==> src/hdl/soc_pkg.sv <==
package soc_pkg;

  // bus geometry
  localparam int addr_w    = 17;
  localparam int data_w    = 32;
  localparam int page_bits = 12;
  localparam int page_w    = addr_w - page_bits;
  localparam int reg_idx_w = 4;

  // page map in the upper address bits
  localparam logic [page_w-1:0] page_dmem  = 5'd0;
  localparam logic [page_w-1:0] page_reg_r = 5'd2;
  localparam logic [page_w-1:0] page_reg_w = 5'd3;
  localparam logic [page_w-1:0] page_imem  = 5'd4;
  localparam logic [page_w-1:0] page_sys   = 5'd5;

  // I/O write page
  localparam logic [reg_idx_w-1:0] io_led_idx = 4'd4;
  localparam int led_w = 10;

  // system registers written by the host only
  localparam logic [reg_idx_w-1:0] sys_hold_idx   = 4'd0;
  localparam logic [reg_idx_w-1:0] sys_resume_idx = 4'd1;
  localparam logic [reg_idx_w-1:0] sys_owner_idx  = 4'd2;

  // data memory owner
  localparam logic owner_host = 1'b0;
  localparam logic owner_cpu  = 1'b1;

  // host packet framing
  localparam logic [7:0] pkt_start = 8'hAA;
  localparam logic [7:0] pkt_end   = 8'h55;
  localparam int pkt_len = 10;

  typedef struct packed {
    logic [page_w-1:0]    page;
    logic [page_bits-1:0] offset;
  } mem_view_t;

  typedef struct packed {
    logic [page_w-1:0]              page;
    logic [page_bits-reg_idx_w-1:0] unused;
    logic [reg_idx_w-1:0]           idx;
  } reg_view_t;

  // one address word seen as memory offset or as register index
  typedef union packed {
    mem_view_t mem;
    reg_view_t regs;
  } bus_addr_u;

  // decoded write into a RAM
  typedef struct packed {
    logic                 en;
    logic [page_bits-1:0] offset;
    logic [data_w-1:0]    data;
  } mem_wr_t;

  // framed write from the host byte stream
  typedef struct packed {
    logic              valid;
    logic [addr_w-1:0] addr;
    logic [data_w-1:0] data;
  } host_wr_t;

  // page number of a bus address
  function automatic logic [page_w-1:0] page_of(input logic [addr_w-1:0] addr);
    return addr[addr_w-1 -: page_w];
  endfunction

endpackage

==> src/hdl/wb_cpu_port.sv <==
`timescale 1ns/1ps

module wb_cpu_port (
  input  logic                          clk,
  input  logic                          arst_n,
  input  logic                          wb_cyc,
  input  logic                          wb_stb,
  input  logic                          wb_we,
  input  logic [soc_pkg::addr_w-1:0]    wb_adr,
  input  logic [soc_pkg::data_w-1:0]    wb_dat_w,
  output logic [soc_pkg::data_w-1:0]    wb_dat_r,
  output logic                          wb_ack,
  output soc_pkg::mem_wr_t              cpu_dmem_wr,
  output logic [soc_pkg::page_bits-1:0] cpu_dmem_raddr,
  input  logic [soc_pkg::data_w-1:0]    cpu_dmem_rdata,
  output logic [soc_pkg::led_w-1:0]     led
);

  import soc_pkg::*;

  bus_addr_u         req_addr;
  logic [page_w-1:0] req_page;
  logic [page_w-1:0] page_q;
  logic              req;
  logic              led_we;

  // a request is live until it is acked
  assign req      = wb_cyc & wb_stb & ~wb_ack;
  assign req_addr = wb_adr;
  assign req_page = page_of(wb_adr);

  assign cpu_dmem_wr.en     = req && wb_we && req_page == page_dmem;
  assign cpu_dmem_wr.offset = req_addr.mem.offset;
  assign cpu_dmem_wr.data   = wb_dat_w;
  assign cpu_dmem_raddr     = req_addr.mem.offset;

  // sys page writes fall through here as those registers are host only
  assign led_we = req && wb_we && req_page == page_reg_w && req_addr.regs.idx == io_led_idx;

  always_ff @(posedge clk or negedge arst_n)
  begin
    if (!arst_n)
    begin
      wb_ack <= 1'b0;
      page_q <= '0;
      led    <= '0;
    end
    else
    begin
      wb_ack <= req;
      if (req)
      begin
        page_q <= req_page;
      end
      if (led_we)
      begin
        led <= wb_dat_w[led_w-1:0];
      end
    end
  end

  // read page 2 and the unmapped pages return zero
  assign wb_dat_r = (page_q == page_dmem) ? cpu_dmem_rdata : '0;

  single_ack: assert property (@(posedge clk) disable iff (!arst_n)
    wb_ack |=> !wb_ack);

endmodule

==> config.mk <==
export PLATFORM = sky130hd
export DESIGN_NAME = wb_cpu_port
export DESIGN_NICKNAME = d
export VERILOG_FILES = /design/src/hdl/soc_pkg.sv /design/src/hdl/wb_cpu_port.sv
export SDC_FILE = /design/constraint.sdc
export NUM_CORES = 1
export LEC_CHECK = 0
export ABC_CLOCK_PERIOD_IN_PS = 1600
export BUFFER_PORTS_ARGS = -buffer_cell sky130_fd_sc_hd__buf_2
export CORE_MARGIN = 10
export CORE_UTILIZATION = 31
export CTS_CLUSTER_DIAMETER = 30
export DETAILED_ROUTE_END_ITERATION = 10
export PLACE_DENSITY = 0.79
export SLEW_MARGIN = 15
export SYNTH_ARGS = -nofsm -noshare
export SYNTH_HDL_FRONTEND = slang
export SYNTH_SLANG_ARGS = --single-unit
export TNS_END_PERCENT = 100
==> constraint.sdc <==
create_clock -name clk -period 1.6 [get_ports clk]
set_input_delay 0.16 -clock clk [delete_from_list [all_inputs] [get_ports clk]]
set_output_delay 0.16 -clock clk [all_outputs]
set_load 0.02 [all_outputs]
* After elaboration in Yosys (flattened, before gate mapping)
Cells that the tools add are included.
Widths: inputs -> output; s select.
** Operators by class
- Eq/ne operators :: 2
- Bitwise gates (word level) :: 3
- Mux-type cells :: 1
- Reduce and logical (&&, ||, !) cells :: 6
** Operator list (count)
- $mux 32 :: 1
- $logic_not 5->1 :: 2
- $eq 5x2->1 const B :: 1
- $eq 4x3->1 const B :: 1
- $logic_and 1x1->1 :: 4
- $and 1x1->1 :: 2
- $not 1->1 :: 1
** Storage, ports and cells
- Word-level logic and storage cells :: 15
- Input bits :: 86
- Bits in registers :: 16

* Longest topological paths before layout
- Depth in word-level cells :: 5
- Mapped depth :: 4
- Depth with buffers taken out :: 4

* Least setup slack after synthesis
No wires, ideal clock.
- Path type :: register to output
- Start point :: reg page_q[0]
- End point :: out wb_dat_r[0] in the netlist's numbering
- Arrival time :: 1.391 ns
- Setup slack :: 0.049 ns
- Stages on the path, launching flop included :: 5
- Data required time :: 1.440 ns
- Path through :: dfrtp_1 or4_4 nor2_4 buf_6 and2_1
** On the way
- Word-level cells in the longest chain between the ends :: 2
** RTL lines
- start, declared :: RTL line wb_cpu_port.sv:23 : logic [page_w-1:0] page_q;
- start signal, assigned :: RTL line wb_cpu_port.sv:53 : page_q <= req_page;
- $logic_not 5->1 :: RTL line wb_cpu_port.sv:63 : assign wb_dat_r = (page_q == page_dmem) ? cpu_dmem_rdata : '0;
- $mux 32 :: RTL line wb_cpu_port.sv:63
- end, declared :: RTL line wb_cpu_port.sv:11 : output logic [soc_pkg::data_w-1:0] wb_dat_r,
Every way passes these cells.

* Worst setup path after layout
- Start point :: reg page_q[0]
- End point :: out wb_dat_r[18] in the netlist's numbering
Same word-level chain as after synthesis.

==> impl_results.md <==
* Status: finished with violations
* Failing checks: negative setup slack
* Leakage at 1.05 nW
* # Max-Cap Violations at 0
* Worst setup SP type: flip-flop
* CP Max Fanout at 32
* Syn Inst Count at 142
* DRT antenna net count at 0
* Syn_area_per_cell at 9.47 sq um
* 1st-pass router iterations at 4
* Post-route DRC at 0
* Endpoint class of the critical path: primary output
* Cell area after layout at 0.00182 sq mm
* Clock Pin Slew Worst Setup and Hold Paths at 60 ps
* Gpl congestion at 0.685
* VDD IR max at 0.610 mV
* Required @ worst endpoint at 1440 ps
* Fillers at 377
* Core area at 0.00409 sq mm
* Row count at 23
* GRT Overall Usage at 10.4%
* Placed cell area at 0.00156 sq mm
* Post-DP HPWL at 3.39 mm
* Slew HR at 75.6%
* Power per cell area at 714 mW/mm^2
* Distinct cell type count after synthesis at 14
* CTS tree: done
* H-tree levels at 1
* Syn. warnings at 0
* Place WS at -52.0 ps
* Wire per inst at 16.0 microns
* Min-Delay Path Class: primary input to flip-flop
* Min Clock Period, post-route at 1890 ps
* # diodes at 0
* Post-Syn Area at 0.00135 sq mm
* Worst skew pair latency at 240 ps
* NumNets Final at 293
* Postcts setup bufs at 0
* WL final at 4.09 mm
* Initial antenna violation count at 0
* Final setup vio count at 32
* Final hold viol count at 0
* Worst setup margin at -292 ps
* Sink Count at 16
* Die Area at 0.00737 sq mm
* Cts bufs inserted at 3
* Clock buffer depth at 2
* Vias in the first global route at 1,258
* Final Util at 44.6%
* PortBufs at 117
* Largest net degree at the start of global routing at 33
* Root buf cell: clkbuf_8
* Area delta synth->final at 35.4%
* Area leader, netlist: buf_4
* Worst slew pin tran at 365 ps
* Worst-case clock skew at 1.28 ps
* Final Max Tran Viols at 0
* Fin crit share at 118%
* Top-area cell type share of the netlist area at 31.3%
* Vias at 1,086
* Syn Nets at 228
* Worst R2R Path Depth at 4
* First-pass GRT wire length at 6.40 mm
* Die height at 85.9 microns
* Max frequency at 528 MHz
* Starting Density at 32.9%
* CP arrival at 1730 ps
* Hold Crit Depth at 3
* Synth top area cells: buf_4 (31%), dfrtp_1 (30%), and2_1 (15%)
* Share of post-route cells with drive strength above 1 at 68.0%
* Crit Path Category: flip-flop to primary output
* I/O Pins at 186
* RSZ-0062 raised after global routing: true
* Yosys reg bits at 16
* Die Width at 85.9 microns
* Seq/Total Area, Yosys at 29.8%
* Via density per instance at 4.24
* Total grt overflow at 0
* Initial DRC Count at 18
synth_stat cells (all sizes together):
cell / instances
nor2: 1
or4: 1
and2: 33
nor4b: 2
nand2: 16
nand3b: 1
nand4: 1
buf: 59
inv: 1
nor3: 1
dfrtp: 16
mux2: 10
final timing paths:
path | slack (ps) | end | startpoint
worst min-delay path | 140 | page_q[1]$_DFFE_PN0P_ | wb_adr[13]
max in group asynchronous | 960 | led[4]$_DFFE_PN0P_ | arst_n
worst max-delay path | -290 | wb_dat_r[18] | page_q[0]$_DFFE_PN0P_
min in group asynchronous | 380 | led[6]$_DFFE_PN0P_ | arst_n
worst max register to register | 250 | led[1]$_DFFE_PN0P_ | wb_ack$_DFF_PN0_
worst min register to register | 480 | page_q[0]$_DFFE_PN0P_ | page_q[0]$_DFFE_PN0P_
power by group:
group / total [mW] / internal [mW] / switching, mW
Clock: 0.353 / 0.218 / 0.135
Combinational: 0.507 / 0.247 / 0.260
Sequential: 0.440 / 0.427 / 0.0129
cell type report:
cell class              count  area (sq um)  area share, %
well taps                  50          62.6           3.43
repair buffers            119           808           44.4
multi-input cells          66           489           26.9
clock buffers               4          55.1           3.02
inverters                   1          6.26          0.343
flip-flops and latches     16           400           22.0
timing repair:
item                                   CTS  global route
endpoints found under the hold margin   16             0
cloned                                   0             0
hold buffers                             1             0
setup endpoints to repair               32            33
gates resized for setup                 61             3
worst max-delay path, cell delays in order (launching register included):
cell and delay (ps):
dfrtp_1 380, or4_4 540, nor2_4 110, buf_12 160, and2_1 160, buf_6 130
cells in the final DEF (no fill, tap or decap), drive strengths merged:
| cell type | instances |
|---|---|
| or4 | 1 |
| clkbuf | 4 |
| nor4b | 2 |
| dlygate4sd3 | 1 |
| inv | 1 |
| mux2 | 10 |
| nand3b | 1 |
| dfrtp | 16 |
| buf | 118 |
| nor2 | 1 |
| nand2 | 16 |
| nand4 | 1 |
| and2 | 33 |
| nor3 | 1 |
flip-flops by register name, summed over array words and instances (netlist names):
signal / cells
led: 10
page_q: 5
wb_ack: 1
logic make-up after synthesis:
| group | synth area share (%) |
|---|---|
| buffers and inverters | 34.0 |
| DFF | 29.8 |
| muxes | 8.37 |
| and+or+nand+nor | 27.8 |
layer usage:
layer	share of wire [%]	routed length [microns]	vias up	track usage, %
li1	-	-	516	-
met1	34	1400	479	10.1
met2	54	2200	83	18.7
met3	11	437	8	5.77
met4	1.2	51	0	2.40
met5	0	0	-	0
stage by stage:
stage / std cells / total power [mW] / hold WS [ps] / TNS, ps
final: 256 / 1.30 / 136 / -8550
after CTS: 256 / 1.31 / 136 / -8910
after global routing: 256 / 1.39 / 148 / -11280
after global placement: 251 / 0.863 / 93.0 / -15.8
after detailed placement: 251 / 0.872 / 98.5 / -899
after floorplan: 142 / 0.859 / -136 / 0
No activity file was read; power rests on OpenSTA's default activity.
