## config.mk

```make
export PLATFORM = sky130hd
export DESIGN_NAME = host_packet_rx
export DESIGN_NICKNAME = d
export VERILOG_FILES = /design/src/hdl/soc_pkg.sv /design/src/hdl/host_packet_rx.sv
export SDC_FILE = /design/constraint.sdc
export NUM_CORES = 1
export LEC_CHECK = 0
export ABC_AREA = 1
export BUFFER_PORTS_ARGS = -buffer_cell sky130_fd_sc_hd__buf_2
export CAP_MARGIN = 40
export CORE_MARGIN = 3
export CORE_UTILIZATION = 55
export CTS_CLUSTER_DIAMETER = 200
export DETAILED_ROUTE_END_ITERATION = 10
export PLACE_DENSITY = 0.75
export SYNTH_ARGS = -nofsm -noshare
export SYNTH_HDL_FRONTEND = slang
export SYNTH_SLANG_ARGS = --single-unit
export TNS_END_PERCENT = 5
```

## constraint.sdc

```tcl
create_clock -name clk -period 3.6 [get_ports clk]
set_input_delay 0.36 -clock clk [delete_from_list [all_inputs] [get_ports clk]]
set_output_delay 0.36 -clock clk [all_outputs]
set_load 0.01 [all_outputs]
```

## src/hdl/soc_pkg.sv

```systemverilog
package soc_pkg;

  // bus geometry
  localparam int addr_w    = 17;
  localparam int data_w    = 32;
  localparam int page_bits = 12;
  localparam int page_w    = addr_w - page_bits;
  localparam int reg_idx_w = 4;

  // page map in the upper address bits
  localparam logic [page_w-1:0] page_dmem  = 5'd0;
  localparam logic [page_w-1:0] page_reg_r = 5'd2;
  localparam logic [page_w-1:0] page_reg_w = 5'd3;
  localparam logic [page_w-1:0] page_imem  = 5'd4;
  localparam logic [page_w-1:0] page_sys   = 5'd5;

  // I/O write page
  localparam logic [reg_idx_w-1:0] io_led_idx = 4'd4;
  localparam int led_w = 10;

  // system registers written by the host only
  localparam logic [reg_idx_w-1:0] sys_hold_idx   = 4'd0;
  localparam logic [reg_idx_w-1:0] sys_resume_idx = 4'd1;
  localparam logic [reg_idx_w-1:0] sys_owner_idx  = 4'd2;

  // data memory owner
  localparam logic owner_host = 1'b0;
  localparam logic owner_cpu  = 1'b1;

  // host packet framing
  localparam logic [7:0] pkt_start = 8'hAA;
  localparam logic [7:0] pkt_end   = 8'h55;
  localparam int pkt_len = 10;

  typedef struct packed {
    logic [page_w-1:0]    page;
    logic [page_bits-1:0] offset;
  } mem_view_t;

  typedef struct packed {
    logic [page_w-1:0]              page;
    logic [page_bits-reg_idx_w-1:0] unused;
    logic [reg_idx_w-1:0]           idx;
  } reg_view_t;

  // one address word seen as memory offset or as register index
  typedef union packed {
    mem_view_t mem;
    reg_view_t regs;
  } bus_addr_u;

  // decoded write into a RAM
  typedef struct packed {
    logic                 en;
    logic [page_bits-1:0] offset;
    logic [data_w-1:0]    data;
  } mem_wr_t;

  // framed write from the host byte stream
  typedef struct packed {
    logic              valid;
    logic [addr_w-1:0] addr;
    logic [data_w-1:0] data;
  } host_wr_t;

  // page number of a bus address
  function automatic logic [page_w-1:0] page_of(input logic [addr_w-1:0] addr);
    return addr[addr_w-1 -: page_w];
  endfunction

endpackage

```

## src/hdl/host_packet_rx.sv

```systemverilog
`timescale 1ns/1ps

module host_packet_rx (
  input  logic              clk,
  input  logic              arst_n,
  input  logic              host_rx_valid,
  input  logic [7:0]        host_rx_byte,
  output soc_pkg::host_wr_t host_wr
);

  import soc_pkg::*;

  logic                     valid_q;
  logic                     byte_stb;
  logic [3:0]               byte_cnt;
  logic                     wr_pend;
  logic [addr_w+data_w-1:0] shift_q;

  // one strobe per byte on the rising edge of valid
  assign byte_stb = host_rx_valid & ~valid_q;

  always_ff @(posedge clk or negedge arst_n)
  begin
    if (!arst_n)
    begin
      valid_q  <= 1'b0;
      byte_cnt <= 4'd0;
      wr_pend  <= 1'b0;
    end
    else
    begin
      valid_q <= host_rx_valid;
      wr_pend <= 1'b0;
      if (byte_stb)
      begin
        case (byte_cnt)
          4'd0:
          begin
            // wait here for a start byte
            if (host_rx_byte == pkt_start)
            begin
              byte_cnt <= 4'd1;
            end
          end
          4'(pkt_len - 1):
          begin
            byte_cnt <= 4'd0;
            wr_pend  <= (host_rx_byte == pkt_end);
          end
          default:
          begin
            byte_cnt <= byte_cnt + 4'd1;
          end
        endcase
      end
    end
  end

  // address and data bytes arrive msb first
  // only the low addr_w bits of the address survive the shift
  always_ff @(posedge clk)
  begin
    if (byte_stb && byte_cnt != 4'd0 && byte_cnt != 4'(pkt_len - 1))
    begin
      shift_q <= {shift_q[addr_w+data_w-9:0], host_rx_byte};
    end
  end

  always_ff @(posedge clk or negedge arst_n)
  begin
    if (!arst_n)
    begin
      host_wr <= '0;
    end
    else
    begin
      host_wr.valid <= wr_pend;
      if (wr_pend)
      begin
        host_wr.addr <= shift_q[addr_w+data_w-1:data_w];
        host_wr.data <= shift_q[data_w-1:0];
      end
    end
  end

  byte_cnt_range: assert property (@(posedge clk) disable iff (!arst_n)
    byte_cnt < 4'(pkt_len));

endmodule

```

======== After elaboration in Yosys (flattened, before gate mapping) ========
Cells that the tools add are included.
word-level totals
  register bits after elaboration ......... 105
operators by class
  $add $sub $neg .......................... 1
  reductions and logical operators ........ 5
  bitwise logic cells ..................... 2
  muxes and demuxes ....................... 4
  eq/ne operators ......................... 5
operators with widths
  cell                                           count
  == test 8 x 7 -> 1 bit, second input constant  1
  == test 8 bit, second input constant           1
  case mux 4 bit (2 select lines)                1
  adder 4 x 1 -> 4 bit, second input constant    1
  == test 4 bit, second input constant           1
  zero test 4 bit                                1
  two-way mux 4 bit                              1
  inequality test 4 bit, second input constant   1
  nonzero test 4 bit                             1
  logical AND 1 bit                              2
  two-way mux 1 bit                              2
  inequality test 2 bit, second input constant   1
  AND reduction 2 bit                            1
  bitwise AND 1 bit                              1
  NOT 1 bit                                      1

======== Depth between registers and ports, before layout ========
Gate-level depths: netlist of run 1.
  depth in word-level cells ............... 4
  gate-level depth with buffers ........... 8
  gate-level depth less buffers ........... 8

======== Worst setup path before layout of run 1 ========
OpenSTA, ideal clock, no wires.
  path kind ............................... reg-to-reg
  start point ............................. reg byte_cnt[0]
  end point ............................... reg shift_q[0], enable pin
  required time ........................... 3.181 ns
  cell stages (with the launch flop) ...... 6
  buffers on the path ..................... 0
  arrival time ............................ 2.102 ns
  setup slack ............................. 1.079 ns
  period minus slack after synthesis ...... 2.521 ns
  library setup time ...................... 0.419 ns
  cell sequence ........................... dfrtp_1 > inv_1 > ha_1 > nand2_1 > nor2_1 > nor2_2
between the ends
  cells in the longest elaborated chain, start to end .. 3
RTL lines
  what                    line                  source
  from (decl)             host_packet_rx.sv:15  logic [3:0] byte_cnt;
  from (signal assigned)  host_packet_rx.sv:52  byte_cnt <= byte_cnt + 4'd1;
  nonzero test 4 bit      host_packet_rx.sv:63  if (byte_stb && byte_cnt != 4'd0 && byte_cnt != 4'(pkt_len - 1))
  logical AND 1 bit       host_packet_rx.sv:63
  logical AND 1 bit *     host_packet_rx.sv:63
  to (signal assigned)    host_packet_rx.sv:65  shift_q <= {shift_q[addr_w+data_w-9:0], host_rx_byte};
  to (decl)               host_packet_rx.sv:17  logic [addr_w+data_w-1:0] shift_q;
Mark *: on every way between the ends. The rest lies on a longest branch, timed or not.
A chain may end at the register's enable or synchronous reset.

======== Final worst setup path of run 1 ========
  start point ............................. reg byte_cnt[1]
  end point ............................... reg shift_q[13], enable pin
The elaborated chain is that of the path after synthesis.

==> flow_metrics.tcl, run 1 <==
set metrics [dict create \
    die-area_um2 7830 \
    leakagePower_nw 2.11 \
    netlist_area_um2 3740 \
    critPathArrivalTime_ns 2.17 \
    wl_um 5720 \
    cts_root_buf "clkbuf_8" \
    fp.dieW_um 88.5 \
    vias_per_cell 5.20 \
    cts_setup_buffers 0 \
    cts.sinks 105 \
    stdcell_area_um2 4400 \
    cts_tree "yes" \
    vdd_drop_max_v 0.000279 \
    fin_crit_ns 2.12 \
    stdcell_count 360 \
    hold_path.class "in -> reg" \
    critPathRequiredTime_ns 3.66 \
    endpoint_kind "flip-flop" \
    fin_nets 292 \
    clk-insertion-delay-late_ns 0.36 \
    relSlewSlack_pct 49.6 \
    crit_fanout 28 \
    dr_total_vias 1872 \
    synth_seq_area_share_pct 76.8 \
    cts-resized-gates 0 \
    power_mw 2.52 \
    ys_seq_elements 105 \
    dpl.hpwl_um 3930 \
    place_area_um2 4140 \
    postSynthCellCount 207 \
    internal_power_mw 1.94 \
    swShare_pct 23.3 \
    avgSynthCellArea_um2 18.1 \
    grtUsageTotal_pct 16.7 \
    fp.coreArea_um2 6460 \
    ios 61 \
    io_buffers 60 \
    path_delay_family "simple AND/OR/NAND/NOR gates" \
    overflow 0 \
    critical_path_class "reg -> reg" \
    first_global_vias 1898 \
    hold_viol 0 \
    antenna_found_initial 0 \
    cp_slowest_cell "nor2_4" \
    dpl.cell_count 343 \
    min_period_over_period_pct 58.8 \
    dr.first_iter.drc_count 72 \
    rsz0062_at_grt "false" \
    route.detailed.drc 0 \
    seq_power_share_pct 58.4 \
    reg2reg_from "byte_cnt[1]" \
    rows 29 \
    htreeDepth 3 \
    grt_max_degree 32 \
    antenna_left 0 \
    area_growth_syn_to_layout_pct 17.5 \
    layout_common_cells "buf_2, dfrtp_1, edfxtp_1" \
    totalNegativeSetupSlack_ns 0 \
    setup_violations 0 \
    cp_cell_sequence "inv_1, ha_1, nand3_1, nand2_1, nor2_4, buf_4" \
    clock_skew_ns 0.00822 \
    detail_route.wl_per_cell_um 15.9 \
    max_stage_delay_ns 0.60 \
    clkPwrFrac_pct 34.2 \
    cp_num_buf_inv 2 \
    critPathLaunch "byte_cnt[1]" \
    status "finished, final reports clean" \
    whs_ns 0.127 \
    tightest_slew_ns 0.755 \
    cts_buffers 9 \
    comb_power_share_pct 7.4 \
    maxSlewViolCount 0 \
    clk_path_buf_depth 2 \
    yosysWarnings 0 \
    yosys.cell_types.count 17 \
    synth_nets 221 \
    initial_core_util_pct 57.9 \
    fmax_mhz 473 \
    maxCapViolCount 0 \
    diodes 0 \
    cp-start-kind "flip-flop" \
    gp_congestion 0.695 \
    ctsHoldBuffers 1 \
    drive_gt1_share_pct 46.3 \
    drt-pass1-iter-count 4 \
    mostFrequentLayoutCell "buf_2" \
    power.density_nw_per_um2 574 \
    grt_pass1_wl_um 9560 \
    dieHeight_um 88.5 \
    switching_power_uw 588 \
    hp-start "host_rx_valid" \
    clk_pin_slew_ns 0.09 \
]
==> final timing paths <==
| kind | end | slack [ns] | depth (start not counted) |
|---|---|---|---|
| worst max-delay path | shift_q[13] | 1.48 | 6 |
| worst min-delay path | valid_q | 0.13 | 1 |
| worst max register to register | shift_q[13] | 1.48 | 6 |
| worst min register to register | shift_q[30] | 0.45 | 0 |
| max in group asynchronous | wr_pend | 2.24 | 3 |
| min in group asynchronous | host_wr[47] | 0.52 | 2 |
==> cell type report <==
class | count | area [um^2]
multi-input cells | 88 | 791
well taps | 77 | 96.3
flip-flops and latches | 105 | 2870
repair buffers | 65 | 353
clock inverters | 7 | 124
inverters | 9 | 33.8
clock buffers | 9 | 124
fillers | 454 | 2060
==> synth_stat cells (all sizes together) <==
library cell | count | area share [%]
xor2 | 2 | 0.47
nor2 | 7 | 0.77
buf | 5 | 1.3
mux2 | 49 | 16
o21ai | 2 | 0.27
nand2 | 19 | 1.9
inv | 9 | 0.90
dfrtp | 56 | 37
nand3 | 4 | 0.54
edfxtp | 49 | 39
nand4 | 1 | 0.17
ha | 3 | 1.0
nor3 | 1 | 0.13
==> registers in the layout (all words and copies together), names as in the netlist <==
signal / count
wr_pend: 1
host_wr: 50
shift_q: 49
byte_cnt: 4
valid_q: 1
==> power groups by stage <==
| stage | combinational, mW | clock [mW] | sequential, mW |
|---|---|---|---|
| floorplan | 0.120 | 0 | 1.48 |
| global placement | 0.182 | 0 | 1.49 |
| detailed placement | 0.190 | 0 | 1.50 |
| CTS | 0.191 | 0.886 | 1.47 |
| global route | 0.220 | 0.932 | 1.49 |
| finish | 0.186 | 0.864 | 1.47 |
==> layer usage <==
metal,share of wire (%),track usage (%),up-vias
li1,-,-,878
met4,1.9,9.07,0
met1,44,22.1,935
met2,48,25.6,52
met3,5.7,4.00,7
met5,0,0,-
==> cell families after synthesis <==
family	count (synthesis)	share of synthesized area (%)
AOI/OAI and AO/OA	2	0.268
xor gates and xnor gates	2	0.468
adders and majority gates	3	1.00
buffers and inverters	14	2.21
DFF	105	76.8
muxes	49	15.8
and+or+nand+nor	32	3.51
==> per-stage QoR <==
step | utilization, % | worst slack, ns
after floorplan | - | 1.08
after global placement | 63.8 | 1.53
after detailed placement | 64.1 | 1.47
after CTS | 68.1 | 1.46
after global routing | 68.1 | 1.28
final | 68.1 | 1.48
==> worst reg2reg max path: stages (launching register included) <==
cell and delay (ns):
dfrtp_1 0.41, inv_1 0.08, ha_1 0.17, nand3_1 0.12
nand2_1 0.10, nor2_4 0.60, buf_4 0.34
(Power assumes the default switching activity.)
==> inputs of run 2 (changes only) <==
Settings changed: CORE_UTILIZATION 55 to 50, PLACE_DENSITY 0.75 to 0.72.
Clock period 3.6 ns to 1.7 ns, I/O delays scaled along.
==> run 2 against run 1 <==
Register-to-register slack worse by 1.3 ns. Global-route usage decreased by 1.7 points. Die area rose by 9.3%. First-iteration DRC count up 60%. Largest cell class unchanged. Largest power group unchanged.
==> flow_metrics.tcl, run 2 (synthesis results as in run 1) <==
set metrics [dict create \
    totalNegativeSetupSlack_ns 0 \
    critPathArrivalTime_ns 1.56 \
    clk-insertion-delay-late_ns 0.36 \
    cts.sinks 105 \
    cts_tree "yes" \
    htreeDepth 3 \
    wl_met3_um 291 \
    fin_nets 295 \
    cts_buffers 9 \
    initial_core_util_pct 53.3 \
    layout_setup_ws_ns 0.187 \
    wl_um 5930 \
    fin_crit_ns 1.51 \
    maxSlewViolCount 0 \
    power.density_nw_per_um2 1120 \
    top_regs "host_wr x50, shift_q x49, byte_cnt x4" \
    critical_path_class "reg -> reg" \
    io_buffers 60 \
    route.detailed.drc 0 \
    fp.coreArea_um2 7020 \
    first_global_vias 1937 \
    tightest_slew_ns 0.491 \
    clk_path_buf_depth 2 \
    largest_register_ffs 50 \
    fp.dieW_um 92.5 \
    grtUsageTotal_pct 14.9 \
    clock_skew_ns 0.0111 \
    dieHeight_um 92.5 \
    cts_root_buf "clkbuf_8" \
    drive_gt1_share_pct 47.9 \
    preCtsSetupSlack_ns 0.123 \
    layout_common_cells "buf_2, dfrtp_1, edfxtp_1" \
    setup_violations 0 \
    diodes 0 \
    dr.first_iter.drc_count 115 \
    hold_path.class "in -> reg" \
    maxCapViolCount 0 \
    drt-pass1-iter-count 4 \
    ios 61 \
    stdcell_count 382 \
    mostFrequentLayoutCell "buf_2" \
    cp-start-kind "flip-flop" \
    top_layer "met4" \
    area_growth_syn_to_layout_pct 18.1 \
    overflow 0 \
    rows 30 \
    crit_fanout 21 \
    grt_max_degree 39 \
    fmax_mhz 661 \
    dr_total_vias 1901 \
    dpl.cell_count 364 \
    endpoint_kind "flip-flop" \
    detail_route.wl_per_cell_um 15.5 \
    antenna_found_initial 0 \
    clk_pin_slew_ns 0.10 \
    rsz0062_at_grt "false" \
    critPathRequiredTime_ns 1.75 \
    status "finished, final reports clean" \
    die-area_um2 8560 \
    gp_congestion 0.755 \
    leakagePower_nw 2.10 \
    min_period_over_period_pct 89.0 \
    cts_setup_buffers 0 \
    dpl.hpwl_um 4180 \
    met2WireLength_um 2940 \
    drt-met1-wl_um 2630 \
    relSlewSlack_pct 67.3 \
    vdd_drop_max_v 0.000505 \
    largest-register "host_wr" \
    antenna_left 0 \
    vias_per_cell 4.98 \
    grt_pass1_wl_um 9690 \
    hold_viol 0 \
]
-- run 2: cell types whose count changed in the layout (fill, tap and decap cells not counted), moves of 2 or more --
cell | before | now
buf_12 | 1 | 3
bufinv_16 | 3 | 0
nor2_2 | 0 | 2
nor2_1 | 6 | 4
-- run 2: cell type report --
| type | count | area [um^2] |
|---|---|---|
| Tap cell | 96 | 120 |
| Fill cell | 551 | 2600 |
| Inverter | 9 | 33.8 |
| Sequential cell | 105 | 2870 |
| Timing Repair Buffer | 68 | 407 |
| Clock buffer | 10 | 128 |
| Multi-Input combinational cell | 88 | 806 |
| Clock inverter | 6 | 48.8 |
-- run 2: timing repair --
item,in CTS,in global routing
hold buffers,2,0
gates resized for setup,0,2
endpoints found under the setup margin,0,18
hold endpoints to repair,19,0
-- run 2: through the flow --
stage	power, mW	hold WS, ns	util [%]	instance area, um^2
floorplan	3.41	-0.126	-	3760
global route	5.19	0.00281	62.9	4420
CTS	4.99	0.000981	62.8	4410
finish	4.94	0.0254	62.9	4420
global placement	3.58	0.154	60.0	4210
detailed placement	3.62	0.165	60.0	4210
-- run 2: metal layers --
metal | track usage (%) | up-vias
met5 | 0 | -
met3 | 4.47 | 5
li1 | - | 884
met1 | 19.7 | 962
met4 | 4.83 | 0
met2 | 23.9 | 50
-- run 2: path summary, 6_finish.rpt --
path | startpoint | end | slack (ns) | cells after the start
max | byte_cnt[0] | shift_q[12] | 0.19 | 6
min | host_rx_byte[0] | shift_q[0] | 0.03 | 1
max reg2reg | byte_cnt[0] | shift_q[12] | 0.19 | 6
min reg2reg | shift_q[26] | shift_q[34] | 0.45 | 0
max in group asynchronous | arst_n | wr_pend | 0.81 | 3
min in group asynchronous | arst_n | host_wr[32] | 0.31 | 2
-- run 2: where the power goes --
part	switching (mW)	internal (mW)
logic	0.293	0.149
clock network	0.821	0.555
registers	0.136	2.98
total	1.25	3.69
-- run 2: critical path, stage by stage (launching register included) --
cell and delay (ns):
dfrtp_1 0.43, inv_1 0.08, ha_1 0.20, nand2_1 0.09, nor2_2 0.06, nor2_4 0.12
buf_6 0.23
