**config.mk**
```make
export PLATFORM = sky130hd
export DESIGN_NAME = host_ctrl
export DESIGN_NICKNAME = d
export VERILOG_FILES = /design/src/hdl/soc_pkg.sv /design/src/hdl/host_ctrl.sv
export SDC_FILE = /design/constraint.sdc
export NUM_CORES = 1
export LEC_CHECK = 0
export ABC_AREA = 1
export BUFFER_PORTS_ARGS = -buffer_cell sky130_fd_sc_hd__buf_2
export CORE_UTILIZATION = 41
export DETAILED_ROUTE_END_ITERATION = 10
export PLACE_DENSITY = 0.85
export SLEW_MARGIN = 40
export SYNTH_ARGS = -nofsm -noshare
export SYNTH_HDL_FRONTEND = slang
export SYNTH_SLANG_ARGS = --single-unit
```
**constraint.sdc**
```tcl
create_clock -name clk -period 1.3 [get_ports clk]
set_input_delay 0.065 -clock clk [delete_from_list [all_inputs] [get_ports clk]]
set_output_delay 0.065 -clock clk [all_outputs]
set_load 0.1 [all_outputs]
```
**src/hdl/soc_pkg.sv**
```systemverilog
package soc_pkg;

  // bus geometry
  localparam int addr_w    = 17;
  localparam int data_w    = 32;
  localparam int page_bits = 12;
  localparam int page_w    = addr_w - page_bits;
  localparam int reg_idx_w = 4;

  // page map in the upper address bits
  localparam logic [page_w-1:0] page_dmem  = 5'd0;
  localparam logic [page_w-1:0] page_reg_r = 5'd2;
  localparam logic [page_w-1:0] page_reg_w = 5'd3;
  localparam logic [page_w-1:0] page_imem  = 5'd4;
  localparam logic [page_w-1:0] page_sys   = 5'd5;

  // I/O write page
  localparam logic [reg_idx_w-1:0] io_led_idx = 4'd4;
  localparam int led_w = 10;

  // system registers written by the host only
  localparam logic [reg_idx_w-1:0] sys_hold_idx   = 4'd0;
  localparam logic [reg_idx_w-1:0] sys_resume_idx = 4'd1;
  localparam logic [reg_idx_w-1:0] sys_owner_idx  = 4'd2;

  // data memory owner
  localparam logic owner_host = 1'b0;
  localparam logic owner_cpu  = 1'b1;

  // host packet framing
  localparam logic [7:0] pkt_start = 8'hAA;
  localparam logic [7:0] pkt_end   = 8'h55;
  localparam int pkt_len = 10;

  typedef struct packed {
    logic [page_w-1:0]    page;
    logic [page_bits-1:0] offset;
  } mem_view_t;

  typedef struct packed {
    logic [page_w-1:0]              page;
    logic [page_bits-reg_idx_w-1:0] unused;
    logic [reg_idx_w-1:0]           idx;
  } reg_view_t;

  // one address word seen as memory offset or as register index
  typedef union packed {
    mem_view_t mem;
    reg_view_t regs;
  } bus_addr_u;

  // decoded write into a RAM
  typedef struct packed {
    logic                 en;
    logic [page_bits-1:0] offset;
    logic [data_w-1:0]    data;
  } mem_wr_t;

  // framed write from the host byte stream
  typedef struct packed {
    logic              valid;
    logic [addr_w-1:0] addr;
    logic [data_w-1:0] data;
  } host_wr_t;

  // page number of a bus address
  function automatic logic [page_w-1:0] page_of(input logic [addr_w-1:0] addr);
    return addr[addr_w-1 -: page_w];
  endfunction

endpackage

```
**src/hdl/host_ctrl.sv**
```systemverilog
`timescale 1ns/1ps

module host_ctrl (
  input  logic              clk,
  input  logic              arst_n,
  input  soc_pkg::host_wr_t host_wr,
  output soc_pkg::mem_wr_t  imem_wr,
  output soc_pkg::mem_wr_t  host_dmem_wr,
  output logic              cpu_hold,
  output logic              cpu_resume,
  output logic              dmem_owner
);

  import soc_pkg::*;

  bus_addr_u            wr_addr;
  logic [page_w-1:0]    wr_page;
  logic                 sys_we_q;
  logic [reg_idx_w-1:0] sys_idx_q;
  logic                 sys_bit_q;

  assign wr_addr = host_wr.addr;
  assign wr_page = page_of(host_wr.addr);

  // first stage registers one routed write per target
  always_ff @(posedge clk or negedge arst_n)
  begin
    if (!arst_n)
    begin
      imem_wr      <= '0;
      host_dmem_wr <= '0;
      sys_we_q     <= 1'b0;
      sys_idx_q    <= '0;
      sys_bit_q    <= 1'b0;
    end
    else
    begin
      imem_wr.en          <= host_wr.valid && wr_page == page_imem;
      imem_wr.offset      <= wr_addr.mem.offset;
      imem_wr.data        <= host_wr.data;
      host_dmem_wr.en     <= host_wr.valid && wr_page == page_dmem;
      host_dmem_wr.offset <= wr_addr.mem.offset;
      host_dmem_wr.data   <= host_wr.data;
      sys_we_q            <= host_wr.valid && wr_page == page_sys;
      sys_idx_q           <= wr_addr.regs.idx;
      sys_bit_q           <= host_wr.data[0];
    end
  end

  // system registers keep bit 0 of the written word
  always_ff @(posedge clk or negedge arst_n)
  begin
    if (!arst_n)
    begin
      cpu_hold   <= 1'b0;
      cpu_resume <= 1'b0;
      dmem_owner <= owner_host;
    end
    else if (sys_we_q)
    begin
      case (sys_idx_q)
        sys_hold_idx:   cpu_hold   <= sys_bit_q;
        sys_resume_idx: cpu_resume <= sys_bit_q;
        sys_owner_idx:  dmem_owner <= sys_bit_q;
        default:        ;
      endcase
    end
  end

  one_target: assert property (@(posedge clk) disable iff (!arst_n)
    $onehot0({imem_wr.en, host_dmem_wr.en, sys_we_q}));

endmodule

```
### Yosys cells after proc, flatten, opt, wreduce, memory -nomap -nowiden

Index checks and enable logic that the tools add are counted.

| cells by class | value |
|---|---|
| equality and inequality tests | 4 |
| reduce and logical (&&, ||, !) cells | 8 |

Operators with widths:

| cell | number |
|---|---|
| 5-bit by 3-bit equality test with 1-bit output (second input constant) | 2 |
| 2-bit AND reduction | 3 |
| 5-bit zero test | 1 |
| 4-bit by 1-bit equality test with 1-bit output (second input constant) | 1 |
| 4-bit by 2-bit equality test with 1-bit output (second input constant) | 1 |
| 4-bit zero test | 1 |
| 1-bit logical AND | 3 |

| word-level totals | value |
|---|---|
| bits in registers | 55 |
| word-level logic and storage cells | 22 |

### Depth between registers and ports, before layout

Gate-level depths: netlist of run 1.

| logic depth | value |
|---|---|
| word-level depth | 2 |
| depth in mapped cells | 5 |
| gate-level depth less buffers | 5 |

### Least setup slack after synthesis of run 1

No wires, ideal clock.

| timing path | value |
|---|---|
| kind | register to output |
| start | register, netlist name sys_idx_q[1] |
| end | output port imem_wr[33] (netlist name) |
| arrival time | 1,415 ps |
| required time | 1,235 ps |
| path slack | -180 ps |
| cell stages (with the launch flop) | 2 |
| cells stage by stage | dfrtp_1 buf_4 |

RTL lines:

| element | RTL line | source |
|---|---|---|
| end, declared | host_ctrl.sv:7 | `output soc_pkg::mem_wr_t imem_wr,` |

==> results of run 1 <==
cells in the final DEF, fill, tap and decap left out:
cell and instances:
sky130_fd_sc_hd__clkbuf_8 6, sky130_fd_sc_hd__dfrtp_2 43, sky130_fd_sc_hd__nand2_1 6, sky130_fd_sc_hd__dfrtp_1 7, sky130_fd_sc_hd__inv_1 4, sky130_fd_sc_hd__nor2_2 1, sky130_fd_sc_hd__or2_0 1, sky130_fd_sc_hd__nor2_1 2
sky130_fd_sc_hd__nor3_2 1, sky130_fd_sc_hd__clkbuf_1 1, sky130_fd_sc_hd__dlygate4sd3_1 46, sky130_fd_sc_hd__buf_12 1, sky130_fd_sc_hd__inv_2 1, sky130_fd_sc_hd__buf_2 144, sky130_fd_sc_hd__nand3b_1 2, sky130_fd_sc_hd__nor2_4 2
sky130_fd_sc_hd__nand4_1 3, sky130_fd_sc_hd__clkinv_2 1, sky130_fd_sc_hd__nand3_1 4
worst register-to-register path, stage by stage (launching register included):
cell and delay [ps]:
sky130_fd_sc_hd__dfrtp_2 440, sky130_fd_sc_hd__nor2_4 160, sky130_fd_sc_hd__nand3_1 100, sky130_fd_sc_hd__nand2_1 70, sky130_fd_sc_hd__nand2_1 40
logic make-up after synthesis:
| logic type | count (synthesis) | synth area share, % |
|---|---|---|
| buf+inv | 50 | 20.53 |
| simple gates | 22 | 7.421 |
| flops | 50 | 72.05 |
path summary, 6_finish.rpt:
| path | start | end |
|---|---|---|
| max in group asynchronous | arst_n | host_dmem_wr[4]$_DFF_PN0_ |
| worst min-delay path | host_wr[48] | sys_we_q$_DFF_PN0_ |
| worst min register to register | cpu_hold$_DFFE_PN0P_ | cpu_hold$_DFFE_PN0P_ |
| worst max-delay path | sys_idx_q[1]$_DFF_PN0_ | host_dmem_wr[33] |
| worst max register to register | host_dmem_wr[35]$_DFF_PN0_ | cpu_hold$_DFFE_PN0P_ |
| min in group asynchronous | arst_n | host_dmem_wr[0]$_DFF_PN0_ |
power groups by stage:
| stage | clock network (mW) | registers, mW | logic [mW] |
|---|---|---|---|
| after global placement | 0 | 1.71 | 1.35 |
| after floorplan | 0 | 2.24 | 0.663 |
| final | 0.888 | 1.68 | 1.47 |
| after global routing | 0.986 | 1.69 | 1.51 |
| after detailed placement | 0 | 1.71 | 1.36 |
| after CTS | 0.924 | 1.68 | 1.46 |
metal layers:
metal  vias up  GRT usage, %
met3        13         6.849
met1       640         20.34
met4         0         10.90
met5         -             0
li1        641             -
met2       102         38.13
flip-flops by register name, summed over array words and instances (netlist names):
register / cells
cpu_hold: 1
cpu_resume: 1
dmem_owner: 1
host_dmem_wr: 42
imem_wr: 1
sys_idx_q: 3
sys_we_q: 1
metrics by stage:
stage	instance area (sq um)	setup WS, ps	hold slack (ps)	utilization (%)
after detailed placement	2256	394.6	69.82	55.99
after CTS	2808	60.32	8.217	69.69
after global placement	2256	401.3	65.85	55.99
after floorplan	1790	142.4	-230.6	-
after global routing	2808	33.76	28.51	69.69
final	2808	70.76	28.09	69.69
what timing repair did:
action,in CTS,in global routing
endpoints found under the hold margin,95,0
hold buffers,46,0
setup buffers,0,0
gates resized for setup,0,0
final cells by class:
class                   count  area (sq um)  area share (%)
clock buffers               7         86.33           3.075
clock inverters             1         5.005          0.1783
inverters                   5         18.77          0.6684
multi-input cells          22         128.9           4.590
flip-flops and latches     50          1305           46.48
well taps                  50         62.56           2.228
repair buffers            191          1201           42.78
==> metrics.md, run 1 <==
| Metric | Value |
|---|---|
| Internal power | about 2.3 mW |
| Number of placement rows | 23 |
| Transition time at the pin with the least slew margin | approximately 500 ps |
| Combinational Power Share | 36.4% |
| Max_cap viols | 0 |
| Clock tree from TritonCTS | yes |
| Register clock-pin slew on the reported worst setup and hold paths | 90 ps |
| # IOs | 145 |
| Clock tree buffer depth | 2 |
| Half-perimeter wire length of the detailed placement result | about 2700 microns |
| Nets in the synthesized netlist | 174 |
| Timing-limited maximum frequency | approximately 800 MHz |
| Clock latency on the worst-skew pair | between 200 and 300 ps |
| Cell area after synthesis | roughly 1700 sq um |
| Number of antenna cells inserted | 0 |
| Depth of the worst register-to-register path | 4 |
| Pin count of the biggest net entering global routing | just over 50 |
| Top sig layer | met4 |
| Accumulated negative setup slack | 0 ps |
| Fin Clk Skew | about 1.2 ps |
| Post-route non-filler standard cell count | about 330 |
| Worst-path cell with the longest stage delay | sky130_fd_sc_hd__buf_2 |
| Global-route wire length before repair | ~6500 microns |
| Area share of the leading cell type in the synthesized netlist | between 70% and 80% |
| Remaining antenna violation count | 0 |
| Dominant register cell in the synthesized netlist | sky130_fd_sc_hd__dfrtp_1 |
| Part of the total power dissipated in sequential elements | between 40% and 50% |
| Drt total wl | about 4300 microns |
| Number of buffers and inverters on the critical path | 1 |
| Status | completed |
| Fillcell total | ~300 |
| Final setup vio count | 0 |
| Sw power | 1.719 mW |
| Total leakage power | ~1.4 nW |
| Initial Utilization | roughly 43% |
| Global placer's final weighted congestion | 0.7008 |
| Worst EP arrival | ~1200 ps |
| Power Dens Cells | around 1400 nW/um^2 |
| CTS Sinks | 50 |
| Class of the most critical setup path | reg -> out |
| Number of global-route vias before repair | 1428 |
| Routed wl met3 | 399 microns |
| Number of levels in the clock H-tree | 2 |
| Max FO, Critical Path | 4 |
| TritonCTS Buffers | 5 |
| Overall power after layout | approximately 4 mW |
| Global-route usage over all layers | 20.83% |
| Routed via count divided by cell count | around 4.3 |
| Antenna violations before repair | 0 |
| Floorplan die width | about 67 microns |
| Residual overflow from global routing | 0 |
| Switching share of power | 42.58% |
| Period utilization | ~95% |
| Pre-antenna DRT Iters | 2 |
| Top-count cell post-synth | sky130_fd_sc_hd__dfrtp_1 |
| Top area cells in the synthesized netlist | sky130_fd_sc_hd__dfrtp_1 (72%), sky130_fd_sc_hd__buf_4 (19%), sky130_fd_sc_hd__nand2_1 (1.3%), sky130_fd_sc_hd__nor2_4 (1.3%), sky130_fd_sc_hd__nand3_1 (1.2%) |
| Cell total after placement | roughly 270 |
| Slew margin rel. | roughly 66% |
| CP top delay family | buffers and inverters |
| Logic depth of the worst path, buffers included | 1 |
| Number of pins exceeding their max-slew limit in the final report | 0 |
| Time the final worst path needs with I/O delays and setup | between 1000 and 1500 ps |
| Fraction of final layout cells with drive strength greater than 1 | 72.46% |
| Routed vias | approximately 1.4k |
| Tightest Hold Check Type | in -> reg |
| Top post-synthesis cells by count | sky130_fd_sc_hd__dfrtp_1 (50), sky130_fd_sc_hd__buf_4 (45), sky130_fd_sc_hd__nand2_1 (6) |
| Per-cell routed wire length | between 10 and 15 microns |
| Die Area | around 4500 sq um |
| Setup repair after global routing missed its margin | no |
| Post-Synthesis Mean Instance Area | ~14 sq um |
| WHS Path Cells | 4 |
| Net count, final | about 330 |
| Async S/R FF share, synth | 100.0% |
| Worst-case vdd ir drop | between 800 and 900 uV |
| Synthesized instance count | roughly 120 |
| Number of warnings reported in the yosys synthesis log | 0 |
| Number of synthesized register bits | 50 |
| Number of synthesized flops with an enable pin | 0 |
| IO Port Bufs | 144 |
| R2R setup slack | 390 ps |
| Cell chosen for the clock root | sky130_fd_sc_hd__clkbuf_8 |
| Detailed route wirelength on metal2 | 2329 microns |
| Relative area change from synthesis to final layout | 61.67% |
| Met1 wire length | approximately 1500 microns |
| Critical path endpoint category | output port |
| Cell breakdown of the critical path | buf_2 |
| Worst endpoint required time | between 1000 and 1500 ps |
| Launching element type of the critical path | flop |
| Synth area leader | sky130_fd_sc_hd__dfrtp_1 |
| Final hold violation count | 0 |
| Delay of the slowest critical-path stage | approximately 440 ps |
| Proportion of synthesized chip area in sequential cells | ~72% |
| Clock power frac | a little over a fifth |
| Die extent in y | 67.08 microns |
| Core Box Area | between 4000 and 5000 sq um |
| Iter 0 DRT Violations | 45 |
| Detailed-route DRC error count | 0 |
| Number of different library cells in the post-synthesis netlist | 13 |
(Power assumes the default switching activity.)
==> run 2: changes to the inputs <==
Settings changed: ABC_AREA 1 to not set, CORE_UTILIZATION 41 to 40, PLACE_DENSITY 0.85 to 0.84.
==> run 2 against run 1 <==
  * The flow now finishes with violations (setup timing)
  * Highest routed layer unchanged
  * Combinational power hardly changed
  * Non-clock buffer count is 3 higher
  * First-iteration DRC count is 27% higher
  * Cell count is 3.7% lower
  * Critical endpoint is now cpu_resume$_DFFE_PN0P_
  * Sequential cell count stayed put
  * Die area is 0.22% lower
  * Fmax is 7.1% lower
  * Synthesized cell count is 12% lower
==> metrics.md, run 2 <==
| Metric | Value |
|---|---|
| Number of global-route vias before repair | 1329 |
| Max reg flops | between 40 and 50 |
| Synth Area in Compound Gates | 0% |
| Startpoint of the most critical register-to-register path | sys_idx_q[2]$_DFF_PN0_ |
| Top-count cell post-synth | sky130_fd_sc_hd__dfrtp_1 |
| Drt total wl | 4533 microns |
| Register clock-pin slew on the reported worst setup and hold paths | 80 ps |
| Power Dens Cells | 1554 nW/um^2 |
| Area share of the leading cell type in the synthesized netlist | between 70% and 80% |
| # IOs | 145 |
| Max FO, Critical Path | 3 |
| Class of the most critical setup path | reg -> reg |
| Most common library cell in the layout ignoring fill and taps | sky130_fd_sc_hd__buf_2 |
| Final worst-path setup slack | -23.78 ps |
| Worst-case vdd ir drop | approximately 660 uV |
| Number of levels in the clock H-tree | 2 |
| Timing startpoint of the critical path | sys_idx_q[2]$_DFF_PN0_ |
| Clock latency on the worst-skew pair | about 300 ps |
| Basic-gate share of the synthesized area counting and, or, nand and nor cells | around 4% |
| Post-synthesis share of cell area spent on xor and xnor gates | 0% |
| Remaining antenna violation count | 0 |
| Post-route non-filler standard cell count | 314 |
| Number of synthesized register bits | 50 |
| Period utilization | 101.8% |
| Cell chosen for the clock root | sky130_fd_sc_hd__clkbuf_8 |
| IO Port Bufs | 144 |
| Half-perimeter wire length of the detailed placement result | 2853 microns |
| Relative area change from synthesis to final layout | 69.73% |
| Number of synthesized flops with an enable pin | 0 |
| Minimum hold slack | 55.22 ps |
| Post-place setup slack | -40.74 ps |
| Setup repair after global routing missed its margin | yes |
| Tightest Hold Check Type | in -> reg |
| Initial Utilization | 41.96% |
| Routed vias | around 1.3k |
| Biggest registers after layout | host_dmem_wr x42, sys_idx_q x3 |
| Time the final worst path needs with I/O delays and setup | roughly 1300 ps |
| Arithmetic-cell share of the synthesized area counting full adders, half adders and majority gates | 0% |
| Pin count of the biggest net entering global routing | 51 |
| Commonest cells after routing, fill and taps aside | sky130_fd_sc_hd__buf_2 (142), sky130_fd_sc_hd__dlygate4sd3_1 (48), sky130_fd_sc_hd__dfrtp_2 (42), sky130_fd_sc_hd__dfrtp_1 (7), sky130_fd_sc_hd__clkbuf_8 (6) |
| Final setup vio count | 3 |
| Synth area leader | sky130_fd_sc_hd__dfrtp_1 |
| Slew margin rel. | about two thirds |
| Share of synthesized area spent on multiplexers | 1.999% |
| Net count, final | 315 |
| Global-route wire length before repair | about 6300 microns |
| Beginning of the worst hold path | host_wr[48] |
| Critical path endpoint category | flop |
| Per-cell routed wire length | between 10 and 15 microns |
| Die extent in y | approximately 67 microns |
| Transition time at the pin with the least slew margin | 530.3 ps |
| Largest family of logic cells by synthesized area | buffers and inverters |
| Number of placement rows | 23 |
| Iter 0 DRT Violations | 57 |
| Clock tree from TritonCTS | yes |
| Nets in the synthesized netlist | around 160 |
| Post-Synthesis Mean Instance Area | between 15 and 20 sq um |
| Floorplan die width | roughly 67 microns |
| Die Area | approximately 4500 sq um |
| Antenna violations before repair | 0 |
| Number of warnings reported in the yosys synthesis log | 0 |
| Synthesized instance count | around 110 |
| Final hold violation count | 0 |
| Top post-synthesis cells by count | sky130_fd_sc_hd__dfrtp_1 (50), sky130_fd_sc_hd__buf_4 (45), sky130_fd_sc_hd__nor4b_1 (3) |
| Dominant register cell in the synthesized netlist | sky130_fd_sc_hd__dfrtp_1 |
| Async S/R FF share, synth | 100.0% |
| Register containing the most flip-flops in the final layout | host_dmem_wr |
| Launching element type of the critical path | flop |
| Routed via count divided by cell count | around 4.2 |
| Post-route cell area | around 2900 sq um |
| Global placer's final weighted congestion | a little under 0.7 |
| Number of pins exceeding their max-slew limit in the final report | 0 |
| TritonCTS Buffers | 5 |
| Clock tree buffer depth | 2 |
| Area after DPL | about 2200 sq um |
| CTS Sinks | 50 |
| Worst endpoint required time | 1490 ps |
| Fillcell total | between 200 and 300 |
| Number of different library cells in the post-synthesis netlist | 11 |
| Number of antenna cells inserted | 0 |
| Failing checks | setup timing |
| Residual overflow from global routing | 0 |
| Fraction of final layout cells with drive strength greater than 1 | ~76% |
| Top area cells in the synthesized netlist | sky130_fd_sc_hd__dfrtp_1 (74%), sky130_fd_sc_hd__buf_4 (20%), sky130_fd_sc_hd__nor4b_1 (1.6%), sky130_fd_sc_hd__mux2_1 (1.3%), sky130_fd_sc_hd__nand2b_4 (0.81%) |
| Fin Clk Skew | roughly 1.7 ps |
| Detailed-route DRC error count | 0 |
| Timing-limited maximum frequency | between 700 and 800 MHz |
| Worst EP arrival | about 1500 ps |
| Cell total after placement | 258 |
| Max_cap viols | 0 |
| Global-route usage over all layers | between 20% and 30% |
| Pre-antenna DRT Iters | 3 |
| Proportion of synthesized chip area in sequential cells | between 70 and 80% |
| Status | finished, violations left |
| Total leakage power | 1.464 nW |
| Core Box Area | 4029 sq um |
| Cell area after synthesis | roughly 1700 sq um |
## run 2: changes by cell type after synthesis, moves of 3 or more
cell                      delta
sky130_fd_sc_hd__nand4_1     -3
sky130_fd_sc_hd__nor4b_1     +3
sky130_fd_sc_hd__inv_1       -4
sky130_fd_sc_hd__nand2_1     -5
sky130_fd_sc_hd__nand3_1     -4
## run 2: cells by family after synthesis
logic type    count (synthesis)
flops                        50
buf+inv                      45
mux                           3
simple gates                  9
## run 2: what timing repair did
| action | 4_1_cts | 5_1_grt |
|---|---|---|
| setup buffers | 0 | 0 |
| setup endpoints to repair | 5 | 3 |
| resized for setup | 3 | 0 |
| hold buffers | 48 | 0 |
| endpoints found under the hold margin | 96 | 0 |
## run 2: through the flow
step / utilization, % / TNS, ps / power, mW
finish: 71.21 / -53.86 / 4.458
global route: 71.21 / -212.0 / 4.607
CTS: 71.21 / -63.83 / 4.492
detailed placement: 55.40 / -40.74 / 3.069
global placement: 55.40 / 0 / 3.056
floorplan: - / -505.1 / 2.899
## run 2: per-layer routing
layer	global-route usage (%)	up-vias	share of wire (%)
met5	0	-	0
met4	9.309	0	2.8
met3	7.363	10	8.8
met2	38.00	81	55
met1	19.22	625	33
li1	-	605	-
## run 2: power by group
group | total [mW] | leakage [nW] | internal, mW | switching (mW)
Clock | 1.30 | 0.0714 | 0.820 | 0.481
Combinational | 1.47 | 0.839 | 0.257 | 1.22
Sequential | 1.68 | 0.553 | 1.64 | 0.0443
Total | 4.46 | 1.46 | 2.72 | 1.74
## run 2: critical path, cell delays in order (launching register included)
cell and delay, ps:
sky130_fd_sc_hd__dfrtp_4 480, sky130_fd_sc_hd__nand2b_4 170, sky130_fd_sc_hd__nor4b_4 230, sky130_fd_sc_hd__mux2_1 340
## run 2: final cells by class
class	count	area (sq um)	share of cell area, %
clock inverter	2	60.06	2.093
clock buffer	6	82.58	2.878
timing repair buffer	194	1234	43.00
sequential	50	1308	45.57
multi-input combinational	12	122.6	4.274
tap	50	62.56	2.181
## run 2: final timing paths
| kind | endpoint | slack [ps] | cells past startpoint |
|---|---|---|---|
| setup / recovery | cpu_resume$_DFFE_PN0P_ | -20 | 3 |
| hold / removal | host_dmem_wr[44]$_DFF_PN0_ | 60 | 3 |
| setup reg to reg | cpu_resume$_DFFE_PN0P_ | -20 | 3 |
| hold reg to reg | cpu_resume$_DFFE_PN0P_ | 490 | 1 |
| max in group asynchronous | host_dmem_wr[43]$_DFF_PN0_ | 770 | 3 |
| min in group asynchronous | host_dmem_wr[29]$_DFF_PN0_ | 290 | 3 |
